### src/pong_video_pkg.sv
// Video package with screen geometry, playfield layout, object sizes and colours
`default_nettype none

package pong_video_pkg;

    typedef logic [9:0]  coord_t;                      // Raster or vertical position
    typedef logic [10:0] xpos_t;                       // Horizontal object position
    typedef logic [11:0] rgb_t;                        // 4 bits per channel, b-g-r

    // ------------------------------
    // Screen and playfield
    localparam coord_t X_DIM        = 10'd640;         // Visible width
    localparam coord_t Y_DIM        = 10'd480;         // Visible height
    localparam coord_t TOP_BAR_POS  = 10'd32;          // Rows above are the score strip
    localparam coord_t TOP_BAR_W    = 10'd5;
    localparam coord_t PLAY_TOP     = TOP_BAR_POS + TOP_BAR_W;  // First playfield row
    localparam xpos_t  SIDE_BAR_W   = 11'd5;
    localparam xpos_t  SIDE_BAR_POS = xpos_t'(X_DIM) - SIDE_BAR_W - 11'd1;  // Right wall

    // ------------------------------
    // Ball and paddle
    localparam coord_t BALL_DIM     = 10'd10;          // Square ball side
    localparam xpos_t  BALL_SERVE_X = 11'd600;         // Serve column
    localparam coord_t BALL_REST_T  = (Y_DIM - PLAY_TOP) / 10'd2 + PLAY_TOP;  // Field centre
    localparam xpos_t  PADDLE_L_POS = 11'd16;
    localparam xpos_t  PADDLE_W     = 11'd5;
    localparam xpos_t  PADDLE_R_POS = PADDLE_L_POS + PADDLE_W;
    localparam coord_t PADDLE_LEN   = 10'd50;
    localparam coord_t PADDLE_SPEED = 10'd2;           // Pixels per frame
    localparam coord_t PADDLE_INIT  = BALL_REST_T - PADDLE_LEN / 10'd2;

    // ------------------------------
    // Colours
    localparam rgb_t WHITE            = 12'hFFF;
    localparam rgb_t BLACK            = 12'h000;
    localparam rgb_t BACKGROUND_COLOR = 12'h333;       // Dark grey
    localparam rgb_t BALL_COLOR       = WHITE;
    localparam rgb_t BAR_COLOR        = WHITE;
    localparam rgb_t PADDLE_COLOR     = WHITE;

endpackage

`default_nettype wire

### src/pong_game_pkg.sv
// Game package with screen states, level and speed types, score format and key codes
`default_nettype none

package pong_game_pkg;

    // ------------------------------
    // Screens
    typedef enum logic [1:0] {
        START = 2'd0,                                  // Title, waits for a key
        GAME  = 2'd1,                                  // Ball in play
        OVER  = 2'd2                                   // Final screen
    } screen_t;

    // ------------------------------
    // Levels and ball speeds
    typedef logic [1:0] level_t;
    localparam level_t LEVEL_EASY     = 2'd0;
    localparam level_t LEVEL_MEDIUM   = 2'd1;
    localparam level_t LEVEL_HARD     = 2'd2;
    localparam level_t LEVEL_ADAPTIVE = 2'd3;          // Speed follows the score

    typedef logic [2:0] hspeed_t;                      // Horizontal px per frame
    typedef logic [1:0] vspeed_t;                      // Vertical px per frame

    // ------------------------------
    // Balls and score
    typedef logic [1:0] balls_t;
    localparam balls_t BALLS_PER_GAME = 2'd3;

    localparam int SCORE_DIGITS = 3;
    typedef logic [SCORE_DIGITS-1:0][3:0] bcd_score_t; // Digit 0 is the units

    // ------------------------------
    // Raw key codes, active low
    localparam logic [1:0] BUTTONS_IDLE = 2'b11;
    localparam logic [1:0] BUTTON_DOWN  = 2'b10;
    localparam logic [1:0] BUTTON_UP    = 2'b01;

endpackage

`default_nettype wire

### src/screen_fsm.sv
// Screen sequencer with key guard timer, level latch and score clear pulse
`default_nettype none

module screen_fsm #(
    parameter int TRANS_BITS = 24                      // Guard timer width
) (
    input  logic                   clk,
    input  logic                   arst_n,
    input  logic                   en,
    input  logic [1:0]             buttons,            // Raw keys, active low
    input  pong_game_pkg::level_t  level_switch,
    input  pong_game_pkg::balls_t  balls_left,
    output pong_game_pkg::screen_t state,
    output pong_game_pkg::level_t  level,
    output logic                   score_clr
);
    import pong_game_pkg::*;

    screen_t               next_state;
    logic [TRANS_BITS-1:0] trans_cnt;                  // Zero once the guard has expired
    logic                  key_ok;                     // Press outside the guard window

    assign key_ok = (buttons != BUTTONS_IDLE) && (trans_cnt == '0);

    // ------------------------------
    // Next state
    always_comb begin
        case (state)
            START:   next_state = key_ok ? GAME : START;
            GAME:    next_state = (balls_left == '0) ? OVER : GAME;  // Last ball lost
            OVER:    next_state = key_ok ? START : OVER;
            default: next_state = START;
        endcase
    end

    // Leaving the over screen starts a fresh score
    assign score_clr = (state == OVER) && key_ok;

    // ------------------------------
    // State, guard timer, level
    always_ff @(posedge clk or negedge arst_n) begin
        if (!arst_n) begin
            state     <= START;
            trans_cnt <= '0;
            level     <= LEVEL_EASY;
        end else if (en) begin
            state <= next_state;
            if (next_state != state) begin
                trans_cnt <= TRANS_BITS'(1);           // Arm guard on every transition
            end else if (trans_cnt != '0) begin
                trans_cnt <= trans_cnt + 1'b1;         // Runs until it wraps to zero
            end
            if (state == START && next_state == GAME) begin
                level <= level_switch;                 // Level fixed for the whole game
            end
        end
    end

endmodule

`default_nettype wire

### src/ball_motion.sv
// Ball mover with level speed table, wall and paddle bounces, misses and ball count
`default_nettype none

module ball_motion (
    input  logic                       clk,
    input  logic                       arst_n,
    input  logic                       en,
    input  logic                       frame_tick,
    input  pong_game_pkg::screen_t     state,
    input  pong_game_pkg::level_t      level,
    input  pong_game_pkg::bcd_score_t  score,
    input  pong_video_pkg::coord_t     paddle_t,
    input  pong_video_pkg::coord_t     paddle_b,
    output pong_video_pkg::coord_t     ball_t,
    output pong_video_pkg::coord_t     ball_b,
    output pong_video_pkg::xpos_t      ball_l,
    output pong_video_pkg::xpos_t      ball_r,
    output pong_game_pkg::balls_t      balls_left,
    output logic                       hit
);
    import pong_video_pkg::*;
    import pong_game_pkg::*;

    hspeed_t h_speed;
    vspeed_t v_speed;
    xpos_t   h_step;                                   // Speeds widened to position width
    coord_t  v_step;
    logic    dir_v;                                    // 1 = down
    logic    dir_h;                                    // 1 = right
    logic    next_dir_v;
    logic    next_dir_h;
    coord_t  next_t;
    xpos_t   next_l;
    balls_t  next_balls;

    // ------------------------------
    // Speed table
    always_comb begin
        case (level)
            LEVEL_EASY:   {h_speed, v_speed} = {3'd1, 2'd1};
            LEVEL_MEDIUM: {h_speed, v_speed} = {3'd3, 2'd2};
            LEVEL_HARD:   {h_speed, v_speed} = {3'd5, 2'd3};
            default: begin                             // Adaptive, thresholds on raw BCD
                if (score < bcd_score_t'(12'h015))      {h_speed, v_speed} = {3'd1, 2'd1};
                else if (score < bcd_score_t'(12'h035)) {h_speed, v_speed} = {3'd2, 2'd1};
                else if (score < bcd_score_t'(12'h060)) {h_speed, v_speed} = {3'd3, 2'd2};
                else if (score < bcd_score_t'(12'h100)) {h_speed, v_speed} = {3'd4, 2'd2};
                else                                    {h_speed, v_speed} = {3'd5, 2'd3};
            end
        endcase
    end

    assign h_step = xpos_t'(h_speed);
    assign v_step = coord_t'(v_speed);

    // ------------------------------
    // Next position
    always_comb begin
        next_t     = ball_t;
        next_l     = ball_l;
        next_dir_v = dir_v;
        next_dir_h = dir_h;
        next_balls = balls_left;
        hit        = 1'b0;
        if (state == GAME) begin
            if (!dir_v && ball_t < PLAY_TOP + v_step) begin
                next_t     = PLAY_TOP + PLAY_TOP + v_step - ball_t;  // Mirror off top bar
                next_dir_v = 1'b1;
            end else if (dir_v && ball_b > Y_DIM - v_step) begin
                next_t     = Y_DIM + Y_DIM - 10'd2 - v_step - ball_b - BALL_DIM;  // Floor
                next_dir_v = 1'b0;
            end else begin
                next_t = dir_v ? ball_t + v_step : ball_t - v_step;
            end

            if (!dir_h && ball_l < h_step) begin
                next_l     = BALL_SERVE_X;             // Miss, serve again
                next_balls = balls_left - 2'd1;
            end else if (!dir_h && ball_l < PADDLE_R_POS + h_step
                         && ball_b > paddle_t && ball_t < paddle_b) begin
                next_l     = PADDLE_R_POS + PADDLE_R_POS + h_step - ball_l;  // Paddle return
                next_dir_h = 1'b1;
                hit        = 1'b1;
            end else if (dir_h && ball_r > SIDE_BAR_POS - h_step) begin
                next_l     = SIDE_BAR_POS + SIDE_BAR_POS - h_step - ball_r - xpos_t'(BALL_DIM);
                next_dir_h = 1'b0;
            end else begin
                next_l = dir_h ? ball_l + h_step : ball_l - h_step;
            end
        end else begin
            next_t     = BALL_REST_T;                  // Parked for the next game
            next_l     = BALL_SERVE_X;
            next_dir_h = 1'b0;
            next_balls = BALLS_PER_GAME;
        end
    end

    always_ff @(posedge clk or negedge arst_n) begin
        if (!arst_n) begin
            ball_t     <= '0;
            ball_l     <= '0;
            dir_v      <= 1'b0;
            dir_h      <= 1'b0;
            balls_left <= BALLS_PER_GAME;
        end else if (en && frame_tick) begin
            ball_t     <= next_t;
            ball_l     <= next_l;
            dir_v      <= next_dir_v;
            dir_h      <= next_dir_h;
            balls_left <= next_balls;
        end
    end

    assign ball_b = ball_t + BALL_DIM;
    assign ball_r = ball_l + xpos_t'(BALL_DIM);

endmodule

`default_nettype wire

### src/paddle_motion.sv
// Paddle mover driven by the up and down keys, clamped to the playfield
`default_nettype none

module paddle_motion (
    input  logic                   clk,
    input  logic                   arst_n,
    input  logic                   en,
    input  logic                   frame_tick,
    input  logic [1:0]             buttons,            // Raw keys, active low
    output pong_video_pkg::coord_t paddle_t,
    output pong_video_pkg::coord_t paddle_b
);
    import pong_video_pkg::*;
    import pong_game_pkg::*;

    coord_t next_t;

    always_comb begin
        next_t = paddle_t;                             // Hold when idle or both pressed
        if (buttons == BUTTON_DOWN) begin
            if (paddle_b > Y_DIM - 10'd1 - PADDLE_SPEED) begin
                next_t = Y_DIM - 10'd1 - PADDLE_LEN;   // Stop at the bottom edge
            end else begin
                next_t = paddle_t + PADDLE_SPEED;
            end
        end else if (buttons == BUTTON_UP) begin
            if (paddle_t < PLAY_TOP + PADDLE_SPEED) begin
                next_t = PLAY_TOP;                     // Rest under the top bar
            end else begin
                next_t = paddle_t - PADDLE_SPEED;
            end
        end
    end

    always_ff @(posedge clk or negedge arst_n) begin
        if (!arst_n) begin
            paddle_t <= PADDLE_INIT;
        end else if (en && frame_tick) begin
            paddle_t <= next_t;
        end
    end

    assign paddle_b = paddle_t + PADDLE_LEN;

endmodule

`default_nettype wire

### src/score_board.sv
// BCD score counter with best-score register and record flag
`default_nettype none

module score_board #(
    parameter int SCORE_DIGITS_P = pong_game_pkg::SCORE_DIGITS
) (
    input  logic                           clk,
    input  logic                           arst_n,
    input  logic                           en,
    input  logic                           frame_tick,
    input  logic                           hit,        // Paddle return this frame
    input  logic                           score_clr,
    output logic [SCORE_DIGITS_P-1:0][3:0] score,
    output logic                           record
);

    logic [SCORE_DIGITS_P-1:0][3:0] score_inc;         // Score plus one in BCD
    logic [SCORE_DIGITS_P-1:0][3:0] best_score;
    logic                           carry;

    // ------------------------------
    // Decimal increment, ripple through digits
    always_comb begin
        score_inc = score;
        carry     = 1'b1;
        for (int i = 0; i < SCORE_DIGITS_P; i++) begin
            if (carry) begin
                if (score[i] == 4'd9) begin
                    score_inc[i] = 4'd0;               // Carry on, wraps after all nines
                end else begin
                    score_inc[i] = score[i] + 4'd1;
                    carry        = 1'b0;
                end
            end
        end
    end

    always_ff @(posedge clk or negedge arst_n) begin
        if (!arst_n) begin
            score <= '0;
        end else if (en) begin
            if (score_clr) begin
                score <= '0;                           // Clear wins over a hit
            end else if (hit && frame_tick) begin
                score <= score_inc;
            end
        end
    end

    // ------------------------------
    // Best score
    always_ff @(posedge clk or negedge arst_n) begin
        if (!arst_n) begin
            best_score <= '0;
        end else if (en && score > best_score) begin
            best_score <= score;                       // BCD orders like binary
        end
    end

    assign record = (score == best_score) && (score != '0);

endmodule

`default_nettype wire

### src/raster_compositor.sv
// Pixel colour selection from raster position, screen state and object edges
`default_nettype none

module raster_compositor (
    input  pong_video_pkg::coord_t  h_count,
    input  pong_video_pkg::coord_t  v_count,
    input  pong_game_pkg::screen_t  state,
    input  pong_video_pkg::coord_t  ball_t,
    input  pong_video_pkg::coord_t  ball_b,
    input  pong_video_pkg::xpos_t   ball_l,
    input  pong_video_pkg::xpos_t   ball_r,
    input  pong_video_pkg::coord_t  paddle_t,
    input  pong_video_pkg::coord_t  paddle_b,
    output logic                    frame_tick,
    output pong_video_pkg::rgb_t    rgb
);
    import pong_video_pkg::*;
    import pong_game_pkg::*;

    xpos_t h_pos;                                      // Column at object width
    logic  video_on;
    logic  ball_on;
    logic  bar_on;
    logic  paddle_on;

    assign h_pos      = xpos_t'(h_count);
    assign frame_tick = (v_count == Y_DIM) && (h_count == '0);  // First blank line
    assign video_on   = (v_count < Y_DIM) && (h_count < X_DIM);

    // ------------------------------
    // Hit tests
    assign ball_on   = v_count >= ball_t && v_count < ball_b
                       && h_pos >= ball_l && h_pos < ball_r;
    assign bar_on    = (v_count >= TOP_BAR_POS && v_count < PLAY_TOP)
                       || (h_pos >= SIDE_BAR_POS && v_count >= PLAY_TOP);  // Top or wall
    assign paddle_on = v_count >= paddle_t && v_count < paddle_b
                       && h_pos >= PADDLE_L_POS && h_pos < PADDLE_R_POS;

    always_comb begin
        if (!video_on)             rgb = BLACK;
        else if (state != GAME)    rgb = BACKGROUND_COLOR;  // Start and over are blank
        else if (ball_on)          rgb = BALL_COLOR;
        else if (bar_on)           rgb = BAR_COLOR;
        else if (paddle_on)        rgb = PADDLE_COLOR;
        else                       rgb = BACKGROUND_COLOR;
    end

endmodule

`default_nettype wire

### src/pong_top.sv
// Paddle game core top level joining screen, motion, score and pixel blocks
`default_nettype none

module pong_top #(
    parameter int TRANS_BITS     = 24,                 // Key guard timer width
    parameter int SCORE_DIGITS_P = pong_game_pkg::SCORE_DIGITS
) (
    input  logic                           clk,
    input  logic                           arst_n,
    input  logic                           en,
    input  logic [1:0]                     buttons,      // Active low, 11 is idle
    input  pong_game_pkg::level_t          level_switch,
    input  pong_video_pkg::coord_t         h_count,
    input  pong_video_pkg::coord_t         v_count,
    output pong_video_pkg::rgb_t           rgb,
    output logic [SCORE_DIGITS_P-1:0][3:0] score,        // To seven-segment display
    output logic                           record
);
    import pong_video_pkg::*;
    import pong_game_pkg::*;

    screen_t state;
    level_t  level;
    logic    score_clr;
    logic    frame_tick;
    logic    hit;
    balls_t  balls_left;
    coord_t  ball_t;
    coord_t  ball_b;
    xpos_t   ball_l;
    xpos_t   ball_r;
    coord_t  paddle_t;
    coord_t  paddle_b;

    screen_fsm #(.TRANS_BITS(TRANS_BITS)) u_screen_fsm (
        .clk(clk), .arst_n(arst_n), .en(en),
        .buttons(buttons), .level_switch(level_switch), .balls_left(balls_left),
        .state(state), .level(level), .score_clr(score_clr)
    );

    ball_motion u_ball_motion (
        .clk(clk), .arst_n(arst_n), .en(en), .frame_tick(frame_tick),
        .state(state), .level(level), .score(bcd_score_t'(score)),
        .paddle_t(paddle_t), .paddle_b(paddle_b),
        .ball_t(ball_t), .ball_b(ball_b), .ball_l(ball_l), .ball_r(ball_r),
        .balls_left(balls_left), .hit(hit)
    );

    paddle_motion u_paddle_motion (
        .clk(clk), .arst_n(arst_n), .en(en), .frame_tick(frame_tick),
        .buttons(buttons), .paddle_t(paddle_t), .paddle_b(paddle_b)
    );

    score_board #(.SCORE_DIGITS_P(SCORE_DIGITS_P)) u_score_board (
        .clk(clk), .arst_n(arst_n), .en(en), .frame_tick(frame_tick),
        .hit(hit), .score_clr(score_clr), .score(score), .record(record)
    );

    raster_compositor u_raster_compositor (
        .h_count(h_count), .v_count(v_count), .state(state),
        .ball_t(ball_t), .ball_b(ball_b), .ball_l(ball_l), .ball_r(ball_r),
        .paddle_t(paddle_t), .paddle_b(paddle_b),
        .frame_tick(frame_tick), .rgb(rgb)
    );

endmodule

`default_nettype wire

### config.mk
export PLATFORM = sky130hd
export DESIGN_NAME = pong_top
export DESIGN_NICKNAME = d
export VERILOG_FILES = /design/src/pong_video_pkg.sv /design/src/pong_game_pkg.sv /design/src/screen_fsm.sv /design/src/ball_motion.sv /design/src/paddle_motion.sv /design/src/score_board.sv /design/src/raster_compositor.sv /design/src/pong_top.sv
export SDC_FILE = /design/constraint.sdc
export NUM_CORES = 1
export LEC_CHECK = 0
export BUFFER_PORTS_ARGS = -buffer_cell sky130_fd_sc_hd__buf_4
export CORE_UTILIZATION = 60
export DETAILED_ROUTE_END_ITERATION = 6
export PLACE_DENSITY = 0.78
export SETUP_SLACK_MARGIN = 0.1
export SYNTH_ARGS = -nofsm -noshare
export SYNTH_HDL_FRONTEND = slang
export SYNTH_SLANG_ARGS = --single-unit
export TNS_END_PERCENT = 10
### constraint.sdc
create_clock -name clk -period 11.45 [get_ports clk]
set_input_delay 0.5725 -clock clk [delete_from_list [all_inputs] [get_ports clk]]
set_output_delay 0.5725 -clock clk [all_outputs]
set_load 0.01 [all_outputs]
Word level (Yosys, flattened, before mapping)
Index checks and enable logic that the tools add are counted.
{ "classes": {"eq_ne": 18, "n_mux": 55, "add_sub_neg": 28, "shift": 0, "multipliers": 0, "div_mod_pow": 0, "n_bitwise": 0, "reduce_logical": 49, "magnitude_cmp": 28} }
{ "op_table": {"columns": ["op", "count"], "rows": [
  ["$mux 12", 7],
  ["$mux 10", 8],
  ["$mux 11", 5],
  ["$mux 24", 2],
  ["$lt 10x10->1", 4],
  ["$add 24x1->24 const B", 1],
  ["$logic_and 1x1->1", 24],
  ["$logic_not 24->1", 1],
  ["$reduce_bool 24->1", 1],
  ["$sub 11x11->11", 2],
  ["$ge 10x10->1", 2],
  ["$ge 10x6->1 const B", 2],
  ["$gt 10x10->1", 2],
  ["$lt 10x6->1 const B", 2],
  ["$mux 4", 5],
  ["$sub 10x10->10", 2],
  ["$mux 1", 15],
  ["$mux 2", 7],
  ["$add 4x1->4 const B", 3],
  ["$eq 12x12->1", 1],
  ["$eq 4x4->1 const B", 3],
  ["$gt 12x12->1", 1],
  ["$lt 12x5->1 const B", 1],
  ["$lt 12x6->1 const B", 1],
  ["other kinds (51)", 76]
]} }
{ "word_totals": {"ram_bits": 0, "wordCells": 193, "output_inout_bits": 25, "mem_count": 0, "inputBits": 27, "ff_bits": 87, "mem_bits_ro": 0, "latch_bits": 0} }

Longest topological paths before layout
Gate-level depths: netlist (run 1).
{ "logic_depth": {"depth_word": 17, "mapped_depth": 23, "mapped_depth_nobuf": 22} }

Hierarchy
A second synthesis (run 1) with hierarchy kept.
{ "hier_totals": {"hier_cells": 1295, "area_unflattened_um2": 10971.8} }
{ "modules_own_cells": {"columns": ["module", "cells_per_inst", "instances", "area_per_inst_um2", "seq_area_each_um2"], "rows": [
  ["ball_motion", 631, 1, 5247.5, 628.1],
  ["raster_compositor", 233, 1, 1654.1, 0.0],
  ["screen_fsm", 164, 1, 1585.3, 700.7],
  ["score_board", 144, 1, 1502.7, 600.6],
  ["paddle_motion", 123, 1, 982.2, 256.5]
]} }

Least setup slack after synthesis (run 1)
No wires, ideal clock.
{ "synth_path": {"kind": "reg-to-reg", "start": "register u_score_board.score[0] in the netlist's numbering", "end": "register u_ball_motion.ball_l[3]", "t_arrival_ps": 4090, "stages_incl_launch_ff": 21, "setup_time_ps": 128, "setup_slack_ps": 7232, "n_path_buf": 1, "cell_sequence": "dfrtp_1 -> inv_1 -> ha_1 -> nor2b_1 -> o21ai_0 -> nor2_1 -> xor2_1 -> nor2_1 -> or3_1 -> ha_1 -> inv_1 -> ha_1 -> nor2b_1 -> o21ai_0 -> a21oi_1 -> or4_1 -> buf_2 -> or3_1 -> or4b_4 -> o22ai_1 -> a21oi_1"} }
{ "synth_via": {"elab_chain_len": 14, "word_cells_on_any_way": 31, "cone_classes": "add/sub: 9; order compare: 7; mux: 10; reduce/logical: 5"} }
{ "synth_rtl": {"columns": ["element", "line_no", "source"], "rows": [
  ["from (decl)", "score_board.sv:13", "output logic [SCORE_DIGITS_P-1:0][3:0] score,"],
  ["from (signal assigned)", "score_board.sv:45", "score <= score_inc;"],
  ["$lt 12x9->1", "ball_motion.sv:47", "else if (score < bcd_score_t'(12'h100)) {h_speed, v_speed} = {3'd4, 2'd2};"],
  ["$mux 1", "ball_motion.sv:47", null],
  ["$mux 3", "ball_motion.sv:46", "else if (score < bcd_score_t'(12'h060)) {h_speed, v_speed} = {3'd3, 2'd2};"],
  ["$mux 3", "ball_motion.sv:45", "else if (score < bcd_score_t'(12'h035)) {h_speed, v_speed} = {3'd2, 2'd1};"],
  ["$mux 3 (*)", "ball_motion.sv:44", "if (score < bcd_score_t'(12'h015)) {h_speed, v_speed} = {3'd1, 2'd1};"],
  ["$pmux 3 s3 (*)", "ball_motion.sv:39", "case (level)"],
  ["parallel branches: the longest is 6 deep, another holds $sub 11x3->11", null, null],
  ["$mux 11 (*)", "ball_motion.sv:76", "if (!dir_h && ball_l < h_step) begin"],
  ["$mux 11 (*)", "ball_motion.sv:65", "if (state == GAME) begin"],
  ["to (signal assigned)", "ball_motion.sv:107", "ball_l <= next_l;"],
  ["to (decl)", "ball_motion.sv:16", "output pong_video_pkg::xpos_t ball_l,"]
]} }
Mark *: on every way between the ends.
A chain may end at the register's enable or synchronous reset.

Worst setup path after layout (run 1)
{ "layout_path": {"start": "register u_score_board.score[0] in the netlist's numbering", "end": "register u_ball_motion.ball_l[10]"} }
Same word-level chain as after synthesis.

==> metrics.csv, run 1 <==
stage,metric,value,unit
placement,Port-buffer cells,51,
routing,DRC viols,1,
routing,final WL,25400,um
final_layout,antenna diode count,0,
synthesis,synthesized area per cell,8.25,sq um
synthesis,Synth Warn #,0,
cts,Worst-Skew Late Latency,0.36,ns
floorplanning,horizontal die dimension,130,um
hold_path,min-delay worst type,in -> async,
flow_run,max-cap check violation count,0,
placement,RePlAce Congestion,0.923,
routing,ANT nets after route,0,
sta,RSZ-0062 raised after global routing,false,
critical_path,"Arr. time, crit path",5.10,ns
cts,setup bufs post-CTS,0,
cts,CTS sink count,87,
sta,slew of the pin with the lowest slew margin,1.11,ns
cts,Resized cells post-CTS,0,
critical_path,Worst R2R Path Depth,19,
floorplanning,IO Count,52,
critical_path,"delay-heaviest family, CP",compound AO/OA/AOI/OAI gates,
power,VDD IR-drop max,0.000274,V
synthesis,ys async rst share,1.00,
sta,Hold Fails Final Rpt,0,
sta,fin. max-slew vios,0,
critical_path,crit path to,u_ball_motion.ball_l[10],
final_layout,share of cells above drive strength 1,0.0824,
critical_path,origin of the critical flop-to-flop path,u_score_board.score[0],
outcome,status,finished with violations,
critical_path,cell mode on critical path,ha_1,
floorplanning,Die Area,17000,sq um
synthesis,mapped cell area,9870,sq um
routing,DRT Pass-1 Iters,7,
synthesis,Cell variety after synth,70,
routing,Iteration-0 DRC Markers,663,
floorplanning,num rows,46,
power,PD cells,146,nW/um^2
sta,Fin Setup TNS,0,ns
critical_path,Reg2Reg Setup Slack,6.54,ns
sta,Worst Skew,0.0160,ns
sta,max frequency,204,MHz
global_route,largest net degree at the start of global routing,46,
critical_path,CP max stage cell,a21oi_1,
sta,Slew HR,0.251,
sta,# setup viols final,0,
critical_path,CP Max Fanout,15,
outcome,failing checks,DRC,
sta,fin crit period,4.91,ns
cts,Num CTS Buffers,9,
critical_path,nature of the critical path endpoint,register,
critical_path,CP Data Required Time,11.64,ns
routing,vias after detailed routing,8827,
synthesis,ys flop type,dfrtp_1,
critical_path,beginning of the critical path,u_score_board.score[0],
power,Lkg Pwr,5.01,nW
final_layout,area grow syn2layout,7.99,%
synthesis,Synth Register Bits,87,
critical_path,worst setup path class,reg -> reg,
critical_path,critical path cell sequence,inv_1 -> ha_1 -> nor2b_1 -> o21ai_0 -> nor2_1 -> xor2_1 -> nor2_1 -> or3_1 -> ha_1 -> xnor2_1 -> inv_1 -> ha_1 -> o211ai_1 -> a2111oi_0 -> o31ai_1 -> a21oi_1 -> or3b_2 -> a21boi_0 -> o21ai_0,
cts,hold buffer count at cts,0,
floorplanning,Initial Utilization,0.619,
synthesis,Syn Nets,1409,
cts,H-tree depth,3,
sta,worst hold slack,0.230,ns
global_route,Tot GR Track Use,0.311,
synthesis,Synth Instances,1197,
floorplanning,Die Y,130,um
critical_path,Bufs and invs on worst path,2,
final_layout,Nets,1432,
floorplanning,Placeable Area,15900,sq um
routing,drt wl/cell,17.6,um
critical_path,CP Launch Type,register,
critical_path,Worst path max stage delay,0.88,ns
global_route,vias in the first global route,8372,
critical_path,worst r2r dst,u_ball_motion.ball_l[10],
sta,final worst path period share,0.429,
synthesis,sequential area share after synthesis,0.221,
cts,Max clock buf depth,2,
cts,"Reg clk slew, reported paths",0.07,ns
global_route,grt total ovfl,0,
synthesis,"EDFF count, synth",0,
critical_path,Worst path depth,19,
global_route,first-pass GRT wire length,41500,um
placement,HPWL Detailed,19700,um
global_route,initial antenna violation count,0,
cts,clock root buffer,clkbuf_16,
cts,CTS tree,yes,
routing,Via density,6.13,
-- cell usage in the layout (no fill, tap or decap), types with 37 or more instances in the layout --
master   synthesis  final
a21oi_1         72     72
xnor2_1         47     47
dfrtp_1         80     80
nor2_1          95     95
buf_4           11     55
o21ai_0         91     91
a21o_1          37     37
ha_1           178    178
inv_1          116    116
nand2_1         74     74
-- worst min-delay path by stage --
| stage | from | to | slack, ns | cells past startpoint |
|---|---|---|---|---|
| after floorplan | arst_n | u_ball_motion.ball_l[0] | 0.28 | 0 |
| after global placement | u_ball_motion.balls_left[0] | u_ball_motion.balls_left[0] | 0.49 | 2 |
| after detailed placement | u_score_board.best_score[4] | u_score_board.best_score[4] | 0.50 | 1 |
| after global routing | arst_n | u_paddle_motion.paddle_t[4] | 0.26 | 1 |
| final | arst_n | u_paddle_motion.paddle_t[1] | 0.23 | 1 |
| after CTS | arst_n | u_paddle_motion.paddle_t[1] | 0.24 | 1 |
-- through the flow --
step | power, W | util | setup WS [ns] | instance area [sq um] | instances
global placement | 0.00120 | 0.649 | 6.74 | 10300 | 1425
CTS | 0.00155 | 0.668 | 6.60 | 10700 | 1441
global route | 0.00170 | 0.668 | 6.09 | 10700 | 1441
finish | 0.00155 | 0.668 | 6.54 | 10700 | 1441
detailed placement | 0.00123 | 0.649 | 6.63 | 10300 | 1425
floorplan | 0.00102 | - | 7.23 | 9870 | 1197
-- where the power goes --
part | internal [W] | total [W] | switching, W
sequential | 0.000320 | 0.000335 | 0.0000152
clock | 0.000174 | 0.000320 | 0.000146
combinational | 0.000382 | 0.000898 | 0.000516
-- sequential cells by signal, summed over array words and instances, names as in the netlist --
signal and flops:
u_paddle_motion.paddle_t 10, u_ball_motion.dir_v 1, u_screen_fsm.trans_cnt 24, u_ball_motion.ball_l 11
u_ball_motion.dir_h 1, u_screen_fsm.level 2, u_ball_motion.balls_left 2, u_score_board.best_score 12
u_ball_motion.ball_t 10, u_score_board.score 12, u_screen_fsm.state 2
-- cells in the mapped netlist (all sizes together), types with 3 or more instances --
cell type | n | area, sq um
or3 | 13 | 87.6
xnor2 | 47 | 412
a22oi | 4 | 30.0
a2111oi | 3 | 26.3
and2 | 5 | 31.3
dfrtp | 80 | 2000
xor2 | 24 | 210
nor4b | 5 | 43.8
inv | 116 | 435
or4 | 4 | 30.0
mux2i | 11 | 110
nand3b | 3 | 22.5
a41oi | 3 | 26.3
and3 | 17 | 108
nor4 | 22 | 153
o41ai | 3 | 26.3
nand3 | 30 | 150
clkbuf | 26 | 97.6
nor3 | 30 | 161
a31oi | 12 | 75.1
o22ai | 5 | 31.3
a32oi | 3 | 26.3
o21a | 9 | 67.6
nor2b | 20 | 125
a211oi | 12 | 90.1
nand2 | 74 | 278
buf | 17 | 119
mux2 | 12 | 135
a21o | 37 | 278
ha | 178 | 2230
nor2 | 95 | 357
o211ai | 9 | 67.6
dfstp | 7 | 184
a21oi | 72 | 360
o31a | 3 | 26.3
o21bai | 6 | 45.0
o31ai | 15 | 113
nand2b | 17 | 106
fa | 7 | 140
o21ai | 92 | 460
o2111ai | 3 | 26.3
nand4 | 14 | 87.6
and4 | 3 | 26.3
nor3b | 4 | 30.0
-- per-layer routing --
layer	vias up	global-route usage	part of all wire
li1	4336	-	-
met1	4188	0.416	0.46
met2	254	0.510	0.46
met3	49	0.0463	0.051
met4	0	0.112	0.028
met5	-	0	0
-- layout make-up --
class	instances	area [sq um]
Clock buffer	9	225
Clock inverter	7	90.1
Fill cell	1398	5290
Inverter	116	435
Multi-Input combinational cell	951	7040
Sequential cell	87	2190
Tap cell	216	270
Timing Repair Buffer	55	413
-- cell families (layout without fill, tap and decap cells) --
kind of cell / after synthesis / in the layout / synth area share
XOR/XNOR: 71 / 71 / 0.0630
flip-flops: 87 / 87 / 0.221
AND/OR/NAND/NOR: 360 / 360 / 0.186
AO/OA/AOI/OAI: 312 / 312 / 0.199
buffers and inverters: 159 / 187 / 0.0660
multiplexers: 23 / 23 / 0.0248
adder cells (fa/ha/maj): 185 / 185 / 0.240
Power figures use the tool's default switching activity.
==> inputs of run 2 (changes only) <==
- CORE_UTILIZATION: 60 -> 58
- PLACE_DENSITY: 0.78 -> 0.79
- clock period: 11.45 -> 4.3 ns (I/O delays scaled with it)
==> metrics.csv, run 2 (synthesized netlist as in run 1, its figures left out) <==
stage,metric,value,unit
power,final total power,0.00437,W
cts,Worst-Skew Late Latency,0.36,ns
power,Lkg Pwr,5.27,nW
final_layout,Finished Layout Cells,1492,
routing,top sig layer,met4,
critical_path,Worst R2R Path Depth,20,
sta,Slew HR,0.327,
hold_path,Worst Hold End,u_screen_fsm.level[1],
critical_path,Bufs and invs on worst path,3,
critical_path,critical path cell sequence,inv_2 -> ha_4 -> nor2b_4 -> o21ai_2 -> nor2_1 -> xor2_1 -> nor2_1 -> or3_4 -> ha_4 -> inv_2 -> ha_4 -> nor2b_4 -> o21ai_2 -> a21oi_2 -> or4_4 -> buf_6 -> nor3_4 -> nand4_1 -> a21o_1 -> mux2_4,
sta,final setup margin,0.150,ns
floorplanning,Placeable Area,16600,sq um
hold_path,HP Start,level_switch[1],
cts,Max clock buf depth,2,
critical_path,"delay-heaviest family, CP",simple AND/OR/NAND/NOR gates,
critical_path,Worst path max stage delay,0.49,ns
sta,slew of the pin with the lowest slew margin,1.01,ns
floorplanning,Die Y,132,um
critical_path,CP Launch Type,register,
routing,DRC viols,0,
cts,Num CTS Buffers,9,
critical_path,origin of the critical flop-to-flop path,u_score_board.score[1],
outcome,status,"complete, no violations",
routing,Via density,6.20,
sta,final worst path period share,0.965,
cts,H-tree depth,3,
final_layout,# fillers,1353,
routing,met2 WL post-DR,12800,um
cts,clock root buffer,clkbuf_16,
floorplanning,IO Count,52,
final_layout,multi-input logic area,7180,sq um
floorplanning,horizontal die dimension,132,um
sta,fin crit period,4.15,ns
final_layout,area grow syn2layout,13.1,%
cts,"Reg clk slew, reported paths",0.07,ns
global_route,initial antenna violation count,0,
final_layout,most frequent cells in the layout,"ha_1 (174), inv_1 (113), buf_4 (100), nor2_1 (93), o21ai_0 (81)",
critical_path,worst setup path class,reg -> reg,
sta,Fin Setup TNS,0,ns
final_layout,most flop-heavy register,u_screen_fsm.trans_cnt,
routing,ANT nets after route,0,
sta,fin. max-slew vios,0,
critical_path,worst r2r dst,u_score_board.score[8],
global_route,first-pass GRT wire length,44500,um
final_layout,max reg flops,24,
routing,wl on met1,11800,um
final_layout,cell area after layout,11200,sq um
critical_path,CP Data Required Time,4.54,ns
sta,max frequency,241,MHz
routing,vias after detailed routing,9246,
cts,CTS tree,yes,
flow_run,max-cap check violation count,0,
sta,Hold Fails Final Rpt,0,
final_layout,Nets,1479,
global_route,Tot GR Track Use,0.313,
global_route,largest net degree at the start of global routing,66,
cts,CTS sink count,87,
placement,placed instance count,1470,
sta,# setup viols final,0,
routing,WL met3,1500,um
placement,Port-buffer cells,51,
global_route,vias in the first global route,8888,
global_route,grt total ovfl,0,
critical_path,cell mode on critical path,ha_4,
hold_path,hold path depth,2,
critical_path,Reg2Reg Setup Slack,0.15,ns
placement,Place WS,0.0478,ns
critical_path,CP Max Fanout,6,
placement,HPWL Detailed,20500,um
placement,placed cell area,10700,sq um
routing,drt wl/cell,18.1,um
final_layout,top flop regs,"u_screen_fsm.trans_cnt: 24 flops, u_score_board.best_score: 12 flops, u_score_board.score: 12 flops",
floorplanning,num rows,47,
final_layout,Sequential cell area,2190,sq um
final_layout,share of cells above drive strength 1,0.138,
power,PD cells,392,nW/um^2
sta,Worst Skew,0.00770,ns
critical_path,"Arr. time, crit path",4.39,ns
final_layout,antenna diode count,0,
routing,DRT Pass-1 Iters,7,
routing,Iteration-0 DRC Markers,736,
critical_path,nature of the critical path endpoint,register,
placement,RePlAce Congestion,0.953,
routing,final WL,27000,um
power,VDD IR-drop max,0.000313,V
hold_path,min-delay worst type,in -> reg,
final_layout,"commonest non-fill, non-tap cell in the layout",ha_1,
critical_path,CP max stage cell,or4_4,
floorplanning,Initial Utilization,0.595,
sta,RSZ-0062 raised after global routing,true,
floorplanning,Die Area,17500,sq um
run 2: worst max-delay path by stage:
stage	startpoint	to	slack (ns)	cells after the start
after floorplan	u_score_board.score[1]	u_ball_motion.ball_l[3]	0.12	20
after global placement	u_score_board.score[0]	u_ball_motion.ball_t[8]	0.21	22
after detailed placement	u_score_board.score[0]	u_ball_motion.ball_t[8]	0.05	22
after CTS	u_score_board.score[1]	u_score_board.score[10]	0.05	21
after global routing	u_score_board.score[1]	u_score_board.score[8]	-0.03	20
final	u_score_board.score[1]	u_score_board.score[8]	0.15	20
run 2: what timing repair did:
| item | in CTS | in global routing |
|---|---|---|
| hold buffers | 1 | 0 |
| pin swaps | 1 | 15 |
| gates cloned | 0 | 0 |
| setup buffers | 1 | 4 |
| setup endpoints to repair | 4 | 38 |
| hold endpoints to repair | 42 | 0 |
| resized for setup | 1 | 41 |
run 2: layout make-up:
cell class              instances  share of cell area
clock buffers                   9              0.0202
flip-flops and latches         87               0.196
multi-input cells             951               0.643
repair buffers                102              0.0691
inverters                     116              0.0390
well taps                     220              0.0247
clock inverters                 7             0.00818
run 2: layer usage:
metal	up-vias	GRT usage
met3	69	0.0460
met2	338	0.528
met4	0	0.132
met1	4414	0.401
li1	4425	-
met5	-	0
run 2: report_power, final:
| part | total [W] | switching, W | internal, W |
|---|---|---|---|
| clock | 0.000851 | 0.000386 | 0.000465 |
| sequential | 0.000895 | 0.0000428 | 0.000852 |
| combinational | 0.00263 | 0.00149 | 0.00113 |
run 2: through the flow:
step / util / hold WS [ns]
2_1_floorplan: - / -0.0806
3_3_place_gp: 0.643 / 0.372
3_5_place_dp: 0.643 / 0.375
4_1_cts: 0.663 / 0.0866
5_1_grt: 0.673 / 0.0936
6_report: 0.673 / 0.0956
